$ cat src/mem_pkg.sv
package mem_pkg;

    // bus widths.
    localparam int ADDR_W = 32;
    localparam int DATA_W = 32;
    localparam int MASK_W = DATA_W / 8;

    // word store geometry.
    localparam int MEM_DEPTH = 256;
    localparam int IDX_W     = $clog2(MEM_DEPTH);

    // access latency in clock edges, counted from the accepting edge.
    localparam int LAT_W = 3;
    localparam logic [LAT_W-1:0] MEM_RD_LAT = 3'd3;
    // writes and any request with an error.
    localparam logic [LAT_W-1:0] MEM_WR_LAT = 3'd2;

    // arbiter grant loop, instruction side first.
    typedef enum logic [2:0] {
        I_CHECK,
        I_READY,
        I_VALID,
        D_CHECK,
        D_READY,
        D_VALID
    } arb_state_e;

    // response error type.
    typedef enum logic [1:0] {
        ERR_NONE,
        ERR_ALIGN,
        ERR_RANGE
    } mem_err_e;

endpackage

$ cat src/mem_if.sv
`timescale 1ns/1ns

// one request, held until valid and ready meet at a rising edge.
interface cache_req_if;

    logic                        valid;
    logic                        ready;
    logic [mem_pkg::ADDR_W-1:0]  addr;
    logic                        wen;
    logic [mem_pkg::DATA_W-1:0]  wdata;
    logic [mem_pkg::MASK_W-1:0]  wmask;

    modport client (
        output valid,
        input  ready,
        output addr,
        output wen,
        output wdata,
        output wmask
    );

    modport server (
        input  valid,
        output ready,
        input  addr,
        input  wen,
        input  wdata,
        input  wmask
    );

endinterface

// single-cycle response pulse, no back-pressure.
interface cache_resp_if;

    logic                        valid;
    logic                        error;
    mem_pkg::mem_err_e           errty;
    logic [mem_pkg::DATA_W-1:0]  rdata;

    modport source (
        output valid,
        output error,
        output errty,
        output rdata
    );

    modport sink (
        input  valid,
        input  error,
        input  errty,
        input  rdata
    );

endinterface

$ cat src/mem_cmd_arbiter.sv
`timescale 1ns/1ns

module mem_cmd_arbiter (
    input  logic               clk,
    input  logic               rst_n,
    cache_req_if.server        ireq,
    cache_req_if.server        dreq,
    cache_resp_if.source       iresp,
    cache_resp_if.source       dresp,
    cache_req_if.client        memreq,
    cache_resp_if.sink         memresp
);

    mem_pkg::arb_state_e state;
    mem_pkg::arb_state_e state_nxt;

    // request copies, replayed while the store is busy.
    logic [mem_pkg::ADDR_W-1:0] s_iaddr;
    logic                       s_iwen;
    logic [mem_pkg::DATA_W-1:0] s_iwdata;
    logic [mem_pkg::MASK_W-1:0] s_iwmask;
    logic [mem_pkg::ADDR_W-1:0] s_daddr;
    logic                       s_dwen;
    logic [mem_pkg::DATA_W-1:0] s_dwdata;
    logic [mem_pkg::MASK_W-1:0] s_dwmask;

    assign ireq.ready = (state == mem_pkg::I_CHECK);
    assign dreq.ready = (state == mem_pkg::D_CHECK);

    // memory command select.
    always_comb begin
        memreq.valid = 1'b0;
        memreq.addr  = '0;
        memreq.wen   = 1'b0;
        memreq.wdata = '0;
        memreq.wmask = '0;
        case (state)
            mem_pkg::I_CHECK: begin
                memreq.valid = ireq.valid;
                memreq.addr  = ireq.addr;
                memreq.wen   = ireq.wen;
                memreq.wdata = ireq.wdata;
                memreq.wmask = ireq.wmask;
            end
            mem_pkg::I_READY: begin
                memreq.valid = 1'b1;
                memreq.addr  = s_iaddr;
                memreq.wen   = s_iwen;
                memreq.wdata = s_iwdata;
                memreq.wmask = s_iwmask;
            end
            mem_pkg::D_CHECK: begin
                memreq.valid = dreq.valid;
                memreq.addr  = dreq.addr;
                memreq.wen   = dreq.wen;
                memreq.wdata = dreq.wdata;
                memreq.wmask = dreq.wmask;
            end
            mem_pkg::D_READY: begin
                memreq.valid = 1'b1;
                memreq.addr  = s_daddr;
                memreq.wen   = s_dwen;
                memreq.wdata = s_dwdata;
                memreq.wmask = s_dwmask;
            end
            default: begin
                memreq.valid = 1'b0;
            end
        endcase
    end

    // response goes back only to the side that owns the grant.
    assign iresp.valid = (state == mem_pkg::I_VALID) && memresp.valid;
    assign iresp.error = memresp.error;
    assign iresp.errty = memresp.errty;
    assign iresp.rdata = memresp.rdata;

    assign dresp.valid = (state == mem_pkg::D_VALID) && memresp.valid;
    assign dresp.error = memresp.error;
    assign dresp.errty = memresp.errty;
    assign dresp.rdata = memresp.rdata;

    always_comb begin
        state_nxt = state;
        case (state)
            mem_pkg::I_CHECK: begin
                if (!ireq.valid) begin
                    state_nxt = mem_pkg::D_CHECK;
                end else if (memreq.ready) begin
                    state_nxt = mem_pkg::I_VALID;
                end else begin
                    state_nxt = mem_pkg::I_READY;
                end
            end
            mem_pkg::I_READY: if (memreq.ready) state_nxt = mem_pkg::I_VALID;
            mem_pkg::I_VALID: if (memresp.valid) state_nxt = mem_pkg::D_CHECK;
            mem_pkg::D_CHECK: begin
                if (!dreq.valid) begin
                    state_nxt = mem_pkg::I_CHECK;
                end else if (memreq.ready) begin
                    state_nxt = mem_pkg::D_VALID;
                end else begin
                    state_nxt = mem_pkg::D_READY;
                end
            end
            mem_pkg::D_READY: if (memreq.ready) state_nxt = mem_pkg::D_VALID;
            mem_pkg::D_VALID: if (memresp.valid) state_nxt = mem_pkg::I_CHECK;
            default: state_nxt = mem_pkg::I_CHECK;
        endcase
    end

    always_ff @(posedge clk or negedge rst_n) begin
        if (!rst_n) begin
            state <= mem_pkg::I_CHECK;
        end else begin
            state <= state_nxt;
        end
    end

    // capture on the requester handshake.
    always_ff @(posedge clk) begin
        if (state == mem_pkg::I_CHECK && ireq.valid) begin
            s_iaddr  <= ireq.addr;
            s_iwen   <= ireq.wen;
            s_iwdata <= ireq.wdata;
            s_iwmask <= ireq.wmask;
        end
        if (state == mem_pkg::D_CHECK && dreq.valid) begin
            s_daddr  <= dreq.addr;
            s_dwen   <= dreq.wen;
            s_dwdata <= dreq.wdata;
            s_dwmask <= dreq.wmask;
        end
    end

endmodule

$ cat src/flat_wrapper.sv
// flat-port wrapper written by rule: the top's interface ports become plain ports
module mem_cmd_arbiter_flat 
  (clk, rst_n, ireq_valid, ireq_ready, ireq_addr, ireq_wen, ireq_wdata, ireq_wmask, dreq_valid, dreq_ready, dreq_addr, dreq_wen, dreq_wdata, dreq_wmask, iresp_valid, iresp_error, iresp_errty, iresp_rdata, dresp_valid, dresp_error, dresp_errty, dresp_rdata, memreq_valid, memreq_ready, memreq_addr, memreq_wen, memreq_wdata, memreq_wmask, memresp_valid, memresp_error, memresp_errty, memresp_rdata);
  cache_req_if ireq_i ();
  cache_req_if dreq_i ();
  cache_resp_if iresp_i ();
  cache_resp_if dresp_i ();
  cache_req_if memreq_i ();
  cache_resp_if memresp_i ();
  input  logic clk;
  input  logic rst_n;
  input wire logic [$bits(ireq_i.valid)-1:0] ireq_valid;
  output wire logic [$bits(ireq_i.ready)-1:0] ireq_ready;
  input wire logic [$bits(ireq_i.addr)-1:0] ireq_addr;
  input wire logic [$bits(ireq_i.wen)-1:0] ireq_wen;
  input wire logic [$bits(ireq_i.wdata)-1:0] ireq_wdata;
  input wire logic [$bits(ireq_i.wmask)-1:0] ireq_wmask;
  input wire logic [$bits(dreq_i.valid)-1:0] dreq_valid;
  output wire logic [$bits(dreq_i.ready)-1:0] dreq_ready;
  input wire logic [$bits(dreq_i.addr)-1:0] dreq_addr;
  input wire logic [$bits(dreq_i.wen)-1:0] dreq_wen;
  input wire logic [$bits(dreq_i.wdata)-1:0] dreq_wdata;
  input wire logic [$bits(dreq_i.wmask)-1:0] dreq_wmask;
  output wire logic [$bits(iresp_i.valid)-1:0] iresp_valid;
  output wire logic [$bits(iresp_i.error)-1:0] iresp_error;
  output wire logic [$bits(iresp_i.errty)-1:0] iresp_errty;
  output wire logic [$bits(iresp_i.rdata)-1:0] iresp_rdata;
  output wire logic [$bits(dresp_i.valid)-1:0] dresp_valid;
  output wire logic [$bits(dresp_i.error)-1:0] dresp_error;
  output wire logic [$bits(dresp_i.errty)-1:0] dresp_errty;
  output wire logic [$bits(dresp_i.rdata)-1:0] dresp_rdata;
  output wire logic [$bits(memreq_i.valid)-1:0] memreq_valid;
  input wire logic [$bits(memreq_i.ready)-1:0] memreq_ready;
  output wire logic [$bits(memreq_i.addr)-1:0] memreq_addr;
  output wire logic [$bits(memreq_i.wen)-1:0] memreq_wen;
  output wire logic [$bits(memreq_i.wdata)-1:0] memreq_wdata;
  output wire logic [$bits(memreq_i.wmask)-1:0] memreq_wmask;
  input wire logic [$bits(memresp_i.valid)-1:0] memresp_valid;
  input wire logic [$bits(memresp_i.error)-1:0] memresp_error;
  input wire logic [$bits(memresp_i.errty)-1:0] memresp_errty;
  input wire logic [$bits(memresp_i.rdata)-1:0] memresp_rdata;
  assign ireq_i.valid = ireq_valid;
  assign ireq_ready = ireq_i.ready;
  assign ireq_i.addr = ireq_addr;
  assign ireq_i.wen = ireq_wen;
  assign ireq_i.wdata = ireq_wdata;
  assign ireq_i.wmask = ireq_wmask;
  assign dreq_i.valid = dreq_valid;
  assign dreq_ready = dreq_i.ready;
  assign dreq_i.addr = dreq_addr;
  assign dreq_i.wen = dreq_wen;
  assign dreq_i.wdata = dreq_wdata;
  assign dreq_i.wmask = dreq_wmask;
  assign iresp_valid = iresp_i.valid;
  assign iresp_error = iresp_i.error;
  assign iresp_errty = iresp_i.errty;
  assign iresp_rdata = iresp_i.rdata;
  assign dresp_valid = dresp_i.valid;
  assign dresp_error = dresp_i.error;
  assign dresp_errty = dresp_i.errty;
  assign dresp_rdata = dresp_i.rdata;
  assign memreq_valid = memreq_i.valid;
  assign memreq_i.ready = memreq_ready;
  assign memreq_addr = memreq_i.addr;
  assign memreq_wen = memreq_i.wen;
  assign memreq_wdata = memreq_i.wdata;
  assign memreq_wmask = memreq_i.wmask;
  assign memresp_i.valid = memresp_valid;
  assign memresp_i.error = memresp_error;
  assign memresp_i.errty = memresp_errty;
  assign memresp_i.rdata = memresp_rdata;
  mem_cmd_arbiter u_core (.clk(clk), .rst_n(rst_n), .ireq(ireq_i), .dreq(dreq_i), .iresp(iresp_i), .dresp(dresp_i), .memreq(memreq_i), .memresp(memresp_i));
endmodule
$ cat config.mk
export PLATFORM = sky130hd
export DESIGN_NAME = mem_cmd_arbiter_flat
export DESIGN_NICKNAME = d
export VERILOG_FILES = /design/src/mem_pkg.sv /design/src/mem_if.sv /design/src/mem_cmd_arbiter.sv /design/src/flat_wrapper.sv
export SDC_FILE = /design/constraint.sdc
export NUM_CORES = 1
export LEC_CHECK = 0
export BUFFER_PORTS_ARGS = -buffer_cell sky130_fd_sc_hd__buf_2
export CORE_MARGIN = 2
export CORE_UTILIZATION = 34
export CTS_BUF_LIST = sky130_fd_sc_hd__clkbuf_8 sky130_fd_sc_hd__clkbuf_16
export DETAILED_ROUTE_END_ITERATION = 12
export PLACE_DENSITY = 0.67
export SLEW_MARGIN = 10
export SYNTH_ARGS = -nofsm -noshare
export SYNTH_HDL_FRONTEND = slang
export SYNTH_SLANG_ARGS = --single-unit
$ cat constraint.sdc
create_clock -name clk -period 9.9 [get_ports clk]
set_input_delay 1.98 -clock clk [delete_from_list [all_inputs] [get_ports clk]]
set_output_delay 1.98 -clock clk [all_outputs]
set_load 0.005 [all_outputs]
==> flow_summary.yaml <==
clock_tree:
  clock-sinks: 141
  cts-resized-gates: 0
  cts_tree: "done"
  clkTransAtPathRegs_ps: 60
  cts_setup_buffers: 0
  cts_hold_buffers: 0
  clkLatencyLatePin_ps: 410
  htreeDepth: 4
  cts_inserted_buffers: 17
  clockBufferDepth: 2
  cts_root_buf: "clkbuf_16"
timing:
  grt_setup_unrepaired: "false"
  period_share_pct: 57.46
  worst_pin_slew_ps: 1011
  max_freq_mhz: 175.8
  skew_ps: 6.470
  slew_violations: 0
  setup_viol: 0
  max_slew_margin_pct: 32.62
  fin_crit_ps: 5689
  fin_tns_setup_ps: 0
  hold_violations: 0
place:
  dp_hpwl_mm: 10.92
  gp_congestion: 0.7595
  port_buffers: 217
floorplanning:
  initial_core_util_pct: 34.86
  die_area_um2: 22050
  core_area_um2: 20360
  fp.dieW_um: 148.5
  die_height_um: 148.5
  io_pins: 323
  rows: 52
logic_synthesis:
  yosys-top-cells-count: "138 x edfxtp_1, 80 x buf_4, 74 x nand2_1, 74 x nor2_1, 72 x a21oi_1"
  synthArstFlopShare_pct: 2.128
  synth_edf_count: 138
  syn_area_um2: 7098
  yosys_warnings: 0
  postSynthAreaPerCell_um2: 11.30
  synth_top_cell_by_area: "edfxtp_1"
  ys_types: 25
  syn_nets: 807
  synth.area.top_cells: "edfxtp_1 58%, mux2i_1 9.9%, buf_4 8.5%, a21oi_1 5.1%, o21ai_1 5.0%"
  yosys.area.top_type_share_pct: 58.38
  yosys_most_used_dff: "edfxtp_1"
  ys_seq_elements: 141
  ys_seq_area_share_pct: 59.44
  yosys.cell_count.top_type: "edfxtp_1"
  synth_cells: 628
drt:
  via_per_inst: 4.794
  wire_per_inst_um: 16.13
  antenna_left: 0
  drt_wl_total_mm: 16.80
  dr.pass1.iters: 5
  via_count: 4995
  drt_iter0_drc: 242
  drc: 0
grt:
  grt_start_max_net_pins: 85
  grt_pass1_wl_mm: 26.08
  grt_pass1_vias: 4858
  antenna_found_initial: 1
  grt_usage_pct: 15.27
  grt_overflow: 0
critical_path:
  worstPathRequired_ps: 7920
  worstPathCellList: "buf_4, nand2_2, nor2_4, buf_4, nand2_1, o21ai_1, buf_2"
  cp.arrival_ps: 3710
  crit_fanout: 53
  cpMostUsedCell: "buf_4"
  slowest_stage: "buf_4"
  cp-end-kind: "primary output"
  critical_path.startpoint_type: "register"
  worstSetupPathType: "reg2out"
  max_stage_delay_ps: 750
cells_and_area:
  num_antenna_cells: 0
  layout.nets: 939
  area_delta_synth_final_pct: 18.77
  utilization_pct: 41.40
  fillers: 1938
  final_layout_size_suffix_gt1_share_pct: 33.81
  multi_input_area_um2: 2095
  regArea_um2: 4228
power_and_ir_drop:
  leakage_uw: 0.003428
  p_per_area_nw_per_um2: 307.1
  ir_drop_mv: 0.1481
hold_path:
  min_path_type: "reg2reg"
run_status:
  status: "finished clean"
run:
  maxCapViolCount: 0
-- kinds of logic after synthesis --
logic type      after synthesis  synth area share (%)
buf+inv                     112                 11.28
flops                       141                 59.44
mux                          70                 9.871
simple gates                158                 8.832
compound gates              147                 10.58
-- cell type report --
type	instances	area share (%)
sequential	141	50.15
multi-input combinational	375	24.84
timing repair buffer	224	13.51
clock buffer	17	5.046
tap	270	4.007
clock inverter	14	2.404
inverter	1	0.04452
-- where the power goes --
part           total (uW)  internal [uW]  switching [uW]
logic                1000            425             576
clock network         691            443             248
registers             896            793             103
-- cell usage in the layout, fill, tap and decap left out, types with 2 or more instances in the layout --
| cell type | synthesis | layout |
|---|---|---|
| buf_2 | 16 | 217 |
| edfxtp_1 | 138 | 138 |
| nor2_1 | 74 | 74 |
| nand2_1 | 74 | 74 |
| a21oi_1 | 72 | 72 |
| o21ai_1 | 71 | 71 |
| mux2i_1 | 70 | 70 |
| clkbuf_16 | 0 | 17 |
| buf_4 | 80 | 7 |
| bufinv_16 | 0 | 5 |
| clkinv_2 | 0 | 3 |
| clkinv_4 | 0 | 3 |
| nor3_1 | 2 | 2 |
| inv_1 | 0 | 2 |
| dfrtp_4 | 0 | 2 |
-- sequential cells by signal, indices dropped and copies added, names as in the netlist --
register / flops
u_core.s_dwmask: 4
u_core.state: 3
u_core.s_dwen: 1
u_core.s_daddr: 32
u_core.s_iaddr: 32
u_core.s_iwen: 1
u_core.s_dwdata: 32
u_core.s_iwdata: 32
u_core.s_iwmask: 4
-- through the flow --
step           hold WS (ps)  power (uW)  cell area (um2)  setup WS, ps  std cells
4_1_cts               903.9        2628             8431          4092       1042
6_report              886.4        2589             8431          4211       1042
3_5_place_dp          897.0        1931             7802          4549       1011
2_1_floorplan         680.0        1615             7098         241.6        628
3_3_place_gp          870.3        1912             7802          4623       1011
5_1_grt               945.7        2777             8431          3917       1042
-- worst max-delay path: cells and delay by family, from the launching register on --
| family | cells | cell delay (ps) |
|---|---|---|
| AOI/OAI and AO/OA | 1 | 110 |
| buffers and inverters | 3 | 1410 |
| DFF | 1 | 720 |
| and+or+nand+nor | 3 | 930 |
-- worst paths after layout --
kind / startpoint / to / slack, ps / cells after the start
max: u_core.state[0] / memreq_wdata[2] / 4210 / 7
min: u_core.state[0] / u_core.state[0] / 890 / 2
max reg2reg: u_core.state[0] / u_core.s_daddr[22] / 5650 / 5
min reg2reg: u_core.state[0] / u_core.state[0] / 890 / 2
max in group asynchronous: rst_n / u_core.state[2] / 8420 / 1
min in group asynchronous: rst_n / u_core.state[1] / 1360 / 1
-- metal layers --
metal | up-vias | GRT usage, % | routed length (um)
met5 | - | 0 | 0
met4 | 0 | 5.095 | 243
met3 | 19 | 4.632 | 1260
met2 | 208 | 24.38 | 7723
met1 | 2341 | 19.89 | 7577
li1 | 2427 | - | -
Power figures use the tool's default switching activity.
